**src/fsync_pkg.sv**
```systemverilog
// Barrier node shared definitions
`default_nettype none

package fsync_pkg;

  // Node shape and field widths.
  localparam int unsigned N_CHILDREN     = 2;  // Child ports of one dimension.
  localparam int unsigned AGGR_WIDTH     = 4;  // Aggregate level mask bits.
  localparam int unsigned ID_WIDTH       = 3;  // Barrier id bits, eight table entries.
  localparam int unsigned FIFO_DEPTH_DEF = 2;  // Default depth of every FIFO.

  // Request fields as they travel through the node.
  typedef logic [AGGR_WIDTH-1:0] aggr_t;
  typedef logic [ID_WIDTH-1:0]   id_t;

  // Decision taken once both children have arrived for an id.
  // Decoded from bit 0 of the aggregate.
  typedef enum logic {
    OP_FORWARD = 1'b0,  // Barrier continues at the parent.
    OP_LOCAL   = 1'b1   // Barrier ends at this node.
  } sync_op_e;

  // Priority state of the child request arbiter.
  typedef enum logic {
    RR_CHILD0 = 1'b0,
    RR_CHILD1 = 1'b1
  } rr_state_e;

endpackage : fsync_pkg

`default_nettype wire

```
**src/fsync_fifo.sv**
```systemverilog
// Synchronous FIFO with overflow flag
`timescale 1ns/100ps
`default_nettype none

module fsync_fifo
  import fsync_pkg::*;
#(
  parameter int unsigned DEPTH = FIFO_DEPTH_DEF,
  parameter int unsigned WIDTH = 8
) (
  input  logic             clk_i,
  input  logic             rst_ni,
  input  logic             push_i,
  input  logic [WIDTH-1:0] data_i,
  input  logic             pop_i,
  output logic [WIDTH-1:0] data_o,
  output logic             empty_o,
  output logic             overflow_o
);

  localparam int unsigned PTR_W = (DEPTH > 1) ? $clog2(DEPTH) : 1;
  localparam int unsigned CNT_W = $clog2(DEPTH + 1);

  logic [WIDTH-1:0] mem_q [DEPTH];
  logic [PTR_W-1:0] wr_ptr_q, rd_ptr_q;
  logic [CNT_W-1:0] count_q;
  logic             full;
  logic             do_push, do_pop;

  assign full    = (count_q == CNT_W'(DEPTH));
  assign empty_o = (count_q == '0);
  assign do_push = push_i && !full;   // A push into a full FIFO is dropped.
  assign do_pop  = pop_i && !empty_o;
  assign data_o  = mem_q[rd_ptr_q];   // Head entry is always visible.

  always_ff @(posedge clk_i or negedge rst_ni) begin
    if (!rst_ni) begin
      wr_ptr_q   <= '0;
      rd_ptr_q   <= '0;
      count_q    <= '0;
      overflow_o <= 1'b0;
    end else begin
      if (do_push) begin
        wr_ptr_q <= (wr_ptr_q == PTR_W'(DEPTH - 1)) ? '0 : wr_ptr_q + 1'b1;
      end
      if (do_pop) begin
        rd_ptr_q <= (rd_ptr_q == PTR_W'(DEPTH - 1)) ? '0 : rd_ptr_q + 1'b1;
      end
      if (do_push && !do_pop) count_q <= count_q + 1'b1;
      else if (do_pop && !do_push) count_q <= count_q - 1'b1;
      if (push_i && full) overflow_o <= 1'b1;  // Sticky until the next reset.
    end
  end

  always_ff @(posedge clk_i) begin
    if (do_push) mem_q[wr_ptr_q] <= data_i;
  end

endmodule : fsync_fifo

`default_nettype wire

```
**src/fsync_req_arbiter.sv**
```systemverilog
// Round-robin child request arbiter
`timescale 1ns/100ps
`default_nettype none

module fsync_req_arbiter
  import fsync_pkg::*;
(
  input  logic                  clk_i,
  input  logic                  rst_ni,
  input  logic [N_CHILDREN-1:0] empty_i,
  input  aggr_t                 aggr_i [N_CHILDREN],
  input  id_t                   id_i [N_CHILDREN],
  output logic [N_CHILDREN-1:0] pop_o,
  output logic                  grant_valid_o,
  output logic                  grant_child_o,
  output aggr_t                 grant_aggr_o,
  output id_t                   grant_id_o
);

  rr_state_e rr_q;
  logic      pref;     // Child that currently holds priority.
  logic      granted;
  logic      child;

  always_comb begin
    pref    = (rr_q == RR_CHILD1);
    granted = 1'b0;
    child   = pref;
    if (!empty_i[pref]) begin
      granted = 1'b1;
    end else if (!empty_i[!pref]) begin
      granted = 1'b1;
      child   = !pref;   // Fall back to the other child.
    end
    pop_o        = '0;
    pop_o[child] = granted;
  end

  assign grant_valid_o = granted;
  assign grant_child_o = child;
  assign grant_aggr_o  = aggr_i[child];
  assign grant_id_o    = id_i[child];

  // Priority passes to the child that lost, or waited, in this cycle.
  always_ff @(posedge clk_i or negedge rst_ni) begin
    if (!rst_ni) begin
      rr_q <= RR_CHILD0;
    end else if (granted) begin
      rr_q <= child ? RR_CHILD0 : RR_CHILD1;
    end
  end

endmodule : fsync_req_arbiter

`default_nettype wire

```
**src/fsync_control.sv**
```systemverilog
// Barrier arrival control core
`timescale 1ns/100ps
`default_nettype none

module fsync_control
  import fsync_pkg::*;
(
  input  logic  clk_i,
  input  logic  rst_ni,
  input  logic  grant_valid_i,
  input  logic  grant_child_i,
  input  aggr_t grant_aggr_i,
  input  id_t   grant_id_i,
  output logic  local_valid_o,
  output id_t   local_id_o,
  output logic  up_req_valid_o,
  output aggr_t up_req_aggr_o,
  output id_t   up_req_id_o
);

  localparam int unsigned N_IDS = 2**ID_WIDTH;

  // One arrival bit per child for every barrier id.
  logic [N_CHILDREN-1:0] arrived_q [N_IDS];

  sync_op_e op;
  logic     partner_here;
  logic     complete;

  always_comb begin
    op           = grant_aggr_i[0] ? OP_LOCAL : OP_FORWARD;
    partner_here = arrived_q[grant_id_i][!grant_child_i];
    complete     = grant_valid_i && partner_here;  // Second arrival closes the barrier.
  end

  always_ff @(posedge clk_i or negedge rst_ni) begin
    if (!rst_ni) begin
      for (int i = 0; i < N_IDS; i++) begin
        arrived_q[i] <= '0;
      end
    end else if (grant_valid_i) begin
      if (complete) begin
        arrived_q[grant_id_i] <= '0;  // Entry is free for the next round of this id.
      end else begin
        // A repeat from the same child rewrites a bit that is already set.
        arrived_q[grant_id_i][grant_child_i] <= 1'b1;
      end
    end
  end

  // One-cycle pulses, registered after the completing grant.
  always_ff @(posedge clk_i or negedge rst_ni) begin
    if (!rst_ni) begin
      local_valid_o  <= 1'b0;
      up_req_valid_o <= 1'b0;
    end else begin
      local_valid_o  <= complete && (op == OP_LOCAL);
      up_req_valid_o <= complete && (op == OP_FORWARD);
    end
  end

  always_ff @(posedge clk_i) begin
    if (complete) begin
      local_id_o    <= grant_id_i;
      up_req_id_o   <= grant_id_i;
      up_req_aggr_o <= grant_aggr_i >> 1;  // Next level sees its own bit at position 0.
    end
  end

endmodule : fsync_control

`default_nettype wire

```
**src/fsync_rsp_arbiter.sv**
```systemverilog
// Child response arbiter
`timescale 1ns/100ps
`default_nettype none

module fsync_rsp_arbiter
  import fsync_pkg::*;
(
  input  logic                  clk_i,
  input  logic                  rst_ni,
  input  logic                  local_valid_i,
  input  id_t                   local_id_i,
  input  logic                  down_empty_i,
  input  id_t                   down_id_i,
  output logic                  down_pop_o,
  output logic [N_CHILDREN-1:0] rsp_valid_o,
  output id_t                   rsp_id_o
);

  logic rsp_valid_q;

  // The down FIFO holds its entry while a local response owns the port.
  assign down_pop_o = !local_valid_i && !down_empty_i;

  always_ff @(posedge clk_i or negedge rst_ni) begin
    if (!rst_ni) begin
      rsp_valid_q <= 1'b0;
    end else begin
      rsp_valid_q <= local_valid_i || down_pop_o;
    end
  end

  always_ff @(posedge clk_i) begin
    if (local_valid_i) begin
      rsp_id_o <= local_id_i;
    end else if (down_pop_o) begin
      rsp_id_o <= down_id_i;
    end
  end

  assign rsp_valid_o = {N_CHILDREN{rsp_valid_q}};  // Broadcast to every child.

endmodule : fsync_rsp_arbiter

`default_nettype wire

```
**src/fsync_node.sv**
```systemverilog
// Barrier synchronization node
`timescale 1ns/100ps
`default_nettype none

module fsync_node
  import fsync_pkg::*;
#(
  parameter int unsigned FIFO_DEPTH = FIFO_DEPTH_DEF
) (
  input  logic                  clk_i,
  input  logic                  rst_ni,
  input  logic [N_CHILDREN-1:0] req_valid_i,
  input  aggr_t                 req_aggr_i [N_CHILDREN],
  input  id_t                   req_id_i [N_CHILDREN],
  output logic [N_CHILDREN-1:0] rsp_valid_o,
  output id_t                   rsp_id_o,
  output logic                  up_req_valid_o,
  output aggr_t                 up_req_aggr_o,
  output id_t                   up_req_id_o,
  input  logic                  up_rsp_valid_i,
  input  id_t                   up_rsp_id_i,
  output logic                  overflow_o
);

  localparam int unsigned REQ_W = AGGR_WIDTH + ID_WIDTH;

  logic [REQ_W-1:0]      child_head [N_CHILDREN];
  logic [N_CHILDREN-1:0] child_empty;
  logic [N_CHILDREN-1:0] child_pop;
  logic [N_CHILDREN-1:0] child_ovf;
  aggr_t                 head_aggr [N_CHILDREN];
  id_t                   head_id [N_CHILDREN];

  logic  grant_valid, grant_child;
  aggr_t grant_aggr;
  id_t   grant_id;
  logic  local_valid;
  id_t   local_id;
  logic  down_empty, down_pop, down_ovf;
  id_t   down_id;

  for (genvar c = 0; c < N_CHILDREN; c++) begin : gen_child
    fsync_fifo #(
      .DEPTH (FIFO_DEPTH),
      .WIDTH (REQ_W)
    ) u_child_fifo (
      .clk_i      (clk_i),
      .rst_ni     (rst_ni),
      .push_i     (req_valid_i[c]),
      .data_i     ({req_aggr_i[c], req_id_i[c]}),
      .pop_i      (child_pop[c]),
      .data_o     (child_head[c]),
      .empty_o    (child_empty[c]),
      .overflow_o (child_ovf[c])
    );
    assign head_aggr[c] = child_head[c][REQ_W-1:ID_WIDTH];
    assign head_id[c]   = child_head[c][ID_WIDTH-1:0];
  end

  fsync_req_arbiter u_req_arbiter (
    .clk_i         (clk_i),
    .rst_ni        (rst_ni),
    .empty_i       (child_empty),
    .aggr_i        (head_aggr),
    .id_i          (head_id),
    .pop_o         (child_pop),
    .grant_valid_o (grant_valid),
    .grant_child_o (grant_child),
    .grant_aggr_o  (grant_aggr),
    .grant_id_o    (grant_id)
  );

  fsync_control u_control (
    .clk_i          (clk_i),
    .rst_ni         (rst_ni),
    .grant_valid_i  (grant_valid),
    .grant_child_i  (grant_child),
    .grant_aggr_i   (grant_aggr),
    .grant_id_i     (grant_id),
    .local_valid_o  (local_valid),
    .local_id_o     (local_id),
    .up_req_valid_o (up_req_valid_o),
    .up_req_aggr_o  (up_req_aggr_o),
    .up_req_id_o    (up_req_id_o)
  );

  // Parent responses wait here until the child port is free.
  fsync_fifo #(
    .DEPTH (FIFO_DEPTH),
    .WIDTH (ID_WIDTH)
  ) u_down_fifo (
    .clk_i      (clk_i),
    .rst_ni     (rst_ni),
    .push_i     (up_rsp_valid_i),
    .data_i     (up_rsp_id_i),
    .pop_i      (down_pop),
    .data_o     (down_id),
    .empty_o    (down_empty),
    .overflow_o (down_ovf)
  );

  fsync_rsp_arbiter u_rsp_arbiter (
    .clk_i         (clk_i),
    .rst_ni        (rst_ni),
    .local_valid_i (local_valid),
    .local_id_i    (local_id),
    .down_empty_i  (down_empty),
    .down_id_i     (down_id),
    .down_pop_o    (down_pop),
    .rsp_valid_o   (rsp_valid_o),
    .rsp_id_o      (rsp_id_o)
  );

  assign overflow_o = |child_ovf || down_ovf;  // Any dropped write in the node.

endmodule : fsync_node

`default_nettype wire

```
**config.mk**
```make
export PLATFORM = sky130hd
export DESIGN_NAME = fsync_node
export DESIGN_NICKNAME = d
export VERILOG_FILES = /design/src/fsync_pkg.sv /design/src/fsync_fifo.sv /design/src/fsync_req_arbiter.sv /design/src/fsync_control.sv /design/src/fsync_rsp_arbiter.sv /design/src/fsync_node.sv
export SDC_FILE = /design/constraint.sdc
export NUM_CORES = 1
export LEC_CHECK = 0
export BUFFER_PORTS_ARGS = -buffer_cell sky130_fd_sc_hd__clkbuf_2
export CORE_MARGIN = 2
export CORE_UTILIZATION = 28
export DETAILED_ROUTE_END_ITERATION = 10
export MAX_ROUTING_LAYER = met4
export RECOVER_POWER = 50
export SETUP_SLACK_MARGIN = 0.05
export SKIP_CTS_REPAIR_TIMING = 1
export SLEW_MARGIN = 20
export SYNTH_ARGS = -nofsm -noshare
export SYNTH_HDL_FRONTEND = slang
export SYNTH_SLANG_ARGS = --single-unit
```
**constraint.sdc**
```tcl
create_clock -name clk_i -period 3.05 [get_ports clk_i]
set_clock_uncertainty 0.05 [all_clocks]
set_input_delay 0.4575 -clock clk_i [delete_from_list [all_inputs] [get_ports clk_i]]
set_output_delay 0.4575 -clock clk_i [all_outputs]
set_load 0.03 [all_outputs]
```
# [After elaboration in Yosys (flattened, before gate mapping)]
# Memories as Yosys holds them, arrays and structs flattened.
# Index checks and enable logic that the tools add are counted.
[op_classes] add_sub_neg=12 magnitude_cmp=8 n_eq_ne=3 mux=48 bitwise=7 n_reduce_logical=46
[op_table] op="$mux 1" count=25
[op_table] op="$logic_and 1x1->1" count=21
[op_table] op="$mux 2" count=10
[op_table] op="$and 16x16->16" count=1
[op_table] op="$mux 16" count=1
[op_table] op="$not 16->16" count=1
[op_table] op="$or 16x16->16" count=1
[op_table] op="$logic_not 1->1" count=15
[op_table] op="$mux 3" count=5
[op_table] op="$demux 2 s3" count=2
[op_table] op="$mux 4" count=3
[op_table] op="$lt 1x2->1 const B" count=4
[op_table] op="$reduce_bool 2->1" count=4
[op_table] op="$add 1x1->1 const B" count=6
[op_table] op="$add 2x1->2 const B" count=3
[op_table] op="$bmux 2 s3" count=1
[op_table] op="$eq 2x2->1 const B" count=3
[op_table] op="$logic_not 2->1" count=3
[op_table] op="$sub 2x1->2 const B" count=3
[op_table] op="$ge 4x4->1 const B" count=1
[op_table] op="$lt 4x1->1 const B" count=1
[op_table] op="$not 3->4" count=1
[op_table] op="$and 2x2->2" count=1
[op_table] op="$ge 2x2->1 const B" count=1
[op_table] op="other kinds (6)" count=7
[totals] reg_bits=44 ram_bits=34 output_inout_bits=14 wordCells=154 memories=3
[mem_list] name="gen_child[0].u_child_fifo.mem_q" words=2 word_bits=7 rd=1 rd_ports_with_merged_regs=0 write_ports=1 line="fsync_fifo.sv:24" rtl="logic [WIDTH-1:0] mem_q [DEPTH];"
[mem_list] name="gen_child[1].u_child_fifo.mem_q" words=2 word_bits=7 rd=1 rd_ports_with_merged_regs=0 write_ports=1 line="fsync_fifo.sv:24"
[mem_list] name="u_down_fifo.mem_q" words=2 word_bits=3 rd=1 rd_ports_with_merged_regs=0 write_ports=1 line="fsync_fifo.sv:24"

# [Longest topological paths before layout]
[depth] word_depth=17 mapped_depth=9 depth_no_buf=8

# [Modules after synthesis]
# Synthesis repeated with hierarchy kept, for this count alone.
[unflattened] hier_cells=224 area_unflattened_um2=3397.0
[by_module_without_submodules] module="fsync_fifo at gen_child[0].u_child_fifo ..." instances=2 cells_per_inst=43 area_each_um2=743.2 seq_area_each_um2=545.5
[by_module_without_submodules] module="fsync_control" instances=1 cells_per_inst=79 area_each_um2=1102.3 seq_area_each_um2=630.6
[by_module_without_submodules] module="fsync_fifo at u_down_fifo" instances=1 cells_per_inst=30 area_each_um2=452.9 seq_area_each_um2=305.3
[by_module_without_submodules] module="fsync_req_arbiter" instances=1 cells_per_inst=17 area_each_um2=175.2 seq_area_each_um2=25.0
[by_module_without_submodules] module="fsync_rsp_arbiter" instances=1 cells_per_inst=11 area_each_um2=173.9 seq_area_each_um2=115.1
[by_module_without_submodules] module="fsync_node" instances=1 cells_per_inst=1 area_each_um2=6.3 seq_area_each_um2=0.0

# [Worst setup path after synthesis]
# OpenSTA, ideal clock, no wires.
[synth_path] path_kind="register to register" startpoint="reg gen_child[1].u_child_fifo.count_q[0]" endpoint="reg u_control.local_id_o[0] (enable)" setup_time_ps=318 t_arrival_ps=2114 required_time_ps=2682 path_slack_ps=568 stages_incl_launch_ff=10 path_buffers=1 synth_period_minus_slack_ps=2482 cell_sequence="dfrtp_1 or2_1 maj3_2 buf_6 mux2i_4 inv_2 mux2i_1 a21oi_1 nand3b_1 nand2_1"
[synth_via] elab_chain_cells=16 word_cells_on_any_way=20 classes_between="mux (16); bitwise (2); reduce/logical (2)"
[synth_rtl] item="from (decl)" line="fsync_fifo.sv:26" rtl="logic [CNT_W-1:0] count_q;"
[synth_rtl] item="from (signal assigned)" line="fsync_fifo.sv:49" rtl="if (do_push && !do_pop) count_q <= count_q + 1'b1;"
[synth_rtl] item="from (signal assigned)" line="fsync_fifo.sv:50" rtl="else if (do_pop && !do_push) count_q <= count_q - 1'b1;"
[synth_rtl] item="$logic_not 2->1 *" line="fsync_fifo.sv:31" rtl="assign empty_o = (count_q == '0);"
[synth_rtl] item="$mux 1 (not written as such) (2 in series)" line="fsync_req_arbiter.sv:31" rtl="end else if (!empty_i[!pref]) begin"
[synth_rtl] item="$mux 1" line="fsync_req_arbiter.sv:31"
[synth_rtl] item="$mux 1 *" line="fsync_req_arbiter.sv:29" rtl="if (!empty_i[pref]) begin"
[synth_rtl] item="$not 1->2 (not written as such) *" line="fsync_req_arbiter.sv:42" rtl="assign grant_id_o = id_i[child];"
[synth_rtl] item="$mux 3 (not written as such) * (3 in series)" line="fsync_req_arbiter.sv:42"
[synth_rtl] item="net grant_id[1]" line="fsync_node.sv:36" rtl="id_t grant_id;"
[synth_rtl] item="$not 3->4 (not written as such) *" line="fsync_control.sv:32" rtl="partner_here = arrived_q[grant_id_i][!grant_child_i];"
[synth_rtl] item="$bmux 2 s3 *" line="fsync_control.sv:32"
[synth_rtl] item="$mux 2 (not written as such) * (2 in series)" line="fsync_control.sv:32"
[synth_rtl] item="$mux 1 (not written as such) * (2 in series)" line="fsync_control.sv:32"
[synth_rtl] item="$logic_and 1x1->1 *" line="fsync_control.sv:33" rtl="complete = grant_valid_i && partner_here;"
[synth_rtl] item="net u_control.complete" line="fsync_control.sv:28" rtl="logic complete;"
[synth_rtl] item="to (signal assigned)" line="fsync_control.sv:64" rtl="local_id_o <= grant_id_i;"
[synth_rtl] item="to (decl)" line="fsync_control.sv:15" rtl="output id_t local_id_o,"
# Mark *: on every way through the listed nets, which the timed path passes. The rest lies on a longest branch. The select of a mux whose other input is x is not followed.
# A chain may end at the register's enable or synchronous reset.

# [Worst setup path in the final report]
[layout_path] startpoint="reg gen_child[1].u_child_fifo.count_q[0]" endpoint="reg u_control.up_req_aggr_o[2] (enable)"
[layout_via] elab_chain_cells=16 word_cells_on_any_way=20 classes_between="mux (16); bitwise (2); reduce/logical (2)"
[layout_rtl] item="$logic_not 2->1 *" line="fsync_fifo.sv:31"
[layout_rtl] item="$mux 1 (not written as such) (2 in series)" line="fsync_req_arbiter.sv:31"
[layout_rtl] item="$mux 1" line="fsync_req_arbiter.sv:31"
[layout_rtl] item="$mux 1 *" line="fsync_req_arbiter.sv:29"
[layout_rtl] item="$not 1->2 (not written as such) *" line="fsync_req_arbiter.sv:42"
[layout_rtl] item="$mux 3 (not written as such) * (3 in series)" line="fsync_req_arbiter.sv:42"
[layout_rtl] item="net grant_id[1]" line="fsync_node.sv:36"
[layout_rtl] item="$not 3->4 (not written as such) *" line="fsync_control.sv:32"
[layout_rtl] item="$bmux 2 s3 *" line="fsync_control.sv:32"
[layout_rtl] item="$mux 2 (not written as such) * (2 in series)" line="fsync_control.sv:32"
[layout_rtl] item="$mux 1 (not written as such) * (2 in series)" line="fsync_control.sv:32"
[layout_rtl] item="$logic_and 1x1->1 *" line="fsync_control.sv:33"
[layout_rtl] item="net u_control.complete" line="fsync_control.sv:28"
[layout_rtl] item="to (signal assigned)" line="fsync_control.sv:66" rtl="up_req_aggr_o <= grant_aggr_i >> 1;"
[layout_rtl] item="to (decl)" line="fsync_control.sv:17" rtl="output aggr_t up_req_aggr_o,"
# Marks and branches as above.

==> summary.txt <==
Worst setup path
  • Cells traversed along the worst timing path: or2_1, maj3_4, mux2i_4, inv_2, mux2i_1, a21oi_1, nand3b_1, nand2_1
  • Delay of the slowest cell on the worst path: 0.44 ns
  • Crit-path max FO: 11
  • Data required time at the worst endpoint: approximately 3.0 ns
  • Element type at the critical path end: flip-flop
  • Arrival time of data at the critical path endpoint: 2.76 ns
  • Crit start category: flip-flop
  • Class of the most critical setup path: flip-flop to flip-flop
  • CP max stage cell: sky130_fd_sc_hd__maj3_4

GRT
  • Aggregate global routing overflow: 0
  • Number of antenna violations at the first check in global routing: 0
  • Largest net degree at the start of global routing: 36
  • Wire length of the first global-routing pass: 11,600 µm
  • Global-route total usage across every layer: 0.120
  • Number of global-route vias before repair: 2,255

Final layout
  • Layout cell share with drive strength beyond 1: 0.183
  • Synthesis-to-finish area growth: 18.3%
  • Filler Cells Inserted: 1,217
  • Diode count: 0
  • Final standard cell count with taps included and fillers excluded: 485
  • Non-Filler Cell Area, Final: 4170 µm²
  • Net total in the final layout: 337

Hold path
  • Tightest Hold Check Type: input port to flip-flop

Yosys
  • Main combinational cell family by area after synthesis: compound AO/OA/AOI/OAI gates
  • Syn Std Cell Area: 3520 µm²
  • Register bit total from synthesis: 78
  • Async set or reset register ratio after synthesis: 0.449
  • Primary flip-flop cell chosen by synthesis mapping: sky130_fd_sc_hd__edfxtp_1
  • Mean post-synth cell area: 13.0 µm²
  • Post-synthesis compound-gate area fraction: 0.119
  • Number of enable flip-flop cells after synthesis: 43
  • Share of the synthesized netlist area taken by xor and xnor gates: 0.0373
  • Fraction of the mapped netlist area in adder cells: 0.0178
  • Fraction of the mapped netlist area in simple logic gates: 0.102
  • Synthesized netlist net count: ~300
  • Count of different cell masters after synthesis: 49
  • Synth warnings: 0
  • Multiplexer share of the synthesized area: 0.0771
  • Portion of the post-synthesis area used by sequential elements: 0.615
  • Gate count after technology mapping: between 200 and 300

Floorplanning
  • Die area: 13,500 µm²
  • Die W: 116 µm
  • Core Box Area: between 10,000 and 15,000 µm²
  • Die Height: 116 µm
  • Initial standard-cell utilization of the core: 0.290
  • Ports: 36
  • Row count: 40

CTS
  • Post-CTS clock slew at the launch and capture registers of the worst setup and hold paths: 0.06 ns
  • Maximum root-to-sink buffer count: 2
  • CTS tree: done
  • Clk Latency, worst-skew pair: 0.34 ns
  • Clk sink count: 78
  • H-Tree Level Count: 3
  • Root Driver: sky130_fd_sc_hd__clkbuf_16
  • CTS Buf Count: 9

Route
  • DRC Markers: 0
  • Antenna Nets Post-Route: 0
  • Average wire per standard cell: around 15 µm
  • Total number of vias: around 2,200
  • Wire length after detailed routing: 7070 µm
  • Detailed-routing iteration count for the pre-antenna-repair pass: 4
  • Via-to-Cell Ratio: 4.55
  • Initial DRC Count: 130

Timing
  • Least-Margin Pin Slew: 2.05 ns
  • Worst max-slew margin expressed relative to the limit: -0.364
  • Final Max Slew Viols: 36
  • RSZ-0062 raised after global routing: no
  • Count of final setup violators: 0
  • Maximum clock frequency: 357 MHz
  • Aggregate negative setup slack: 0 ns
  • Final worst path period need: approximately 2.8 ns
  • Min Hold Slack: 0.259 ns
  • Number of endpoints with negative hold slack in the final report: 0
  • Tcrit/Tclk final: 0.917

Run status
  • Violations in the final reports: capacitance limit, slew limit
  • Result of the run: finished, violations left

Run
  • Max capacitance violation total: 1

Place
  • Area post-placement: 3880 µm²
  • RD Place Congestion: about 0.88
  • Sum of net half-perimeters after detailed placement: a little over 5000 µm
  • Cells after DPL: 469
  • Count of buffers inserted at the top-level ports: 34
==> layout make-up <==
type | count | area (µm²) | share of cell area
clock inverters | 7 | 65.1 | 0.0156
flip-flops and latches | 78 | 2170 | 0.520
clock buffers | 9 | 225 | 0.0541
well taps | 168 | 210 | 0.0505
repair buffers | 40 | 195 | 0.0468
multi-input cells | 171 | 1260 | 0.302
inverters | 12 | 45.0 | 0.0108
==> cell usage in the layout (no fill, tap or decap), drive strengths merged, types with 3 or more instances in the layout <==
master,n
edfxtp,43
clkbuf,43
dfrtp,35
nor2,24
a21oi,23
mux2i,17
a211oi,13
inv,12
nand2,9
xnor2,8
xor2,7
nand2b,6
a311oi,6
buf,6
o21ai,6
mux2,5
and3,5
nor3,4
o21bai,4
clkinv,4
nor4b,4
nor2b,3
ha,3
==> path summary, 6_finish.rpt <==
check                      depth (start not counted)                                     to                            startpoint  slack, ns
max                                                8             u_control.up_req_aggr_o[2]  gen_child[1].u_child_fifo.count_q[0]       0.25
min                                                1  gen_child[0].u_child_fifo.mem_q[1][5]                         req_aggr_i[6]       0.26
max reg2reg                                        8             u_control.up_req_aggr_o[2]  gen_child[1].u_child_fifo.count_q[0]       0.25
min reg2reg                                        1   gen_child[1].u_child_fifo.overflow_o  gen_child[1].u_child_fifo.overflow_o       0.42
max in group asynchronous                          1   gen_child[1].u_child_fifo.count_q[0]                                rst_ni       1.12
min in group asynchronous                          1                   u_down_fifo.rd_ptr_q                                rst_ni       0.64
==> synthesized netlist by cell type, types with 3 or more instances <==
cell | count | area (µm²)
sky130_fd_sc_hd__edfxtp_1 | 43 | 1290
sky130_fd_sc_hd__mux2i_4 | 3 | 67.6
sky130_fd_sc_hd__and3_1 | 5 | 31.3
sky130_fd_sc_hd__dfrtp_1 | 35 | 876
sky130_fd_sc_hd__buf_4 | 4 | 30.0
sky130_fd_sc_hd__a21oi_1 | 23 | 115
sky130_fd_sc_hd__a311oi_1 | 6 | 52.6
sky130_fd_sc_hd__buf_2 | 3 | 15.0
sky130_fd_sc_hd__xor2_1 | 7 | 61.3
sky130_fd_sc_hd__mux2i_1 | 12 | 120
sky130_fd_sc_hd__nor2_1 | 22 | 82.6
sky130_fd_sc_hd__o21ai_0 | 5 | 25.0
sky130_fd_sc_hd__nand2_1 | 9 | 33.8
sky130_fd_sc_hd__o21bai_1 | 4 | 30.0
sky130_fd_sc_hd__nand2b_1 | 6 | 37.5
sky130_fd_sc_hd__nor2b_1 | 3 | 18.8
sky130_fd_sc_hd__a211oi_1 | 11 | 82.6
sky130_fd_sc_hd__inv_1 | 10 | 37.5
sky130_fd_sc_hd__nor3_1 | 4 | 20.0
sky130_fd_sc_hd__mux2_2 | 5 | 56.3
sky130_fd_sc_hd__xnor2_1 | 8 | 70.1
sky130_fd_sc_hd__ha_1 | 3 | 37.5
==> stage by stage <==
stage / setup slack (ns) / utilization
global placement: 0.344 / 0.319
global route: 0.0927 / 0.343
detailed placement: 0.245 / 0.319
CTS: 0.226 / 0.343
finish: 0.252 / 0.343
floorplan: 0.568 / -
==> state kept, by name, summed over array words and instances, names as in the netlist, 2 cells and up <==
signal / flops
u_down_fifo.mem_q: 6
u_control.up_req_aggr_o: 3
gen_child.u_child_fifo.rd_ptr_q: 2
gen_child.u_child_fifo.wr_ptr_q: 2
u_down_fifo.count_q: 2
gen_child.u_child_fifo.count_q: 4
u_control.arrived_q: 16
gen_child.u_child_fifo.mem_q: 28
u_control.local_id_o: 3
u_rsp_arbiter.rsp_id_o: 3
gen_child.u_child_fifo.overflow_o: 2
==> per-layer routing <==
metal | global-route usage | share of wire | up-vias
met5 | - | 0 | -
met4 | 0.0460 | 0.019 | 0
met3 | 0.0420 | 0.051 | 12
met2 | 0.175 | 0.45 | 55
met1 | 0.153 | 0.48 | 1063
li1 | - | - | 1076
==> cell families (layout without fill, tap and decap cells) <==
logic type                 after synthesis  after routing
other                                    1              1
DFF                                     78             78
muxes                                   22             22
xor gates and xnor gates                15             15
and+or+nand+nor                         66             66
buffers and inverters                   22             68
AOI/OAI and AO/OA                       62             62
adders and majority gates                5              5
==> critical path: cells and delay by family (launching register included) <==
| family | cells | cell delay, ns |
|---|---|---|
| AND/OR/NAND/NOR | 3 | 0.74 |
| flip-flops | 1 | 0.43 |
| buffers and inverters | 1 | 0.11 |
| adder cells (fa/ha/maj) | 1 | 0.44 |
| AO/OA/AOI/OAI | 1 | 0.33 |
| multiplexers | 2 | 0.37 |
Power is left out: the tool's default activity adds up to more than one toggle a clock period on the data nets, which glitch-free logic cannot reach.
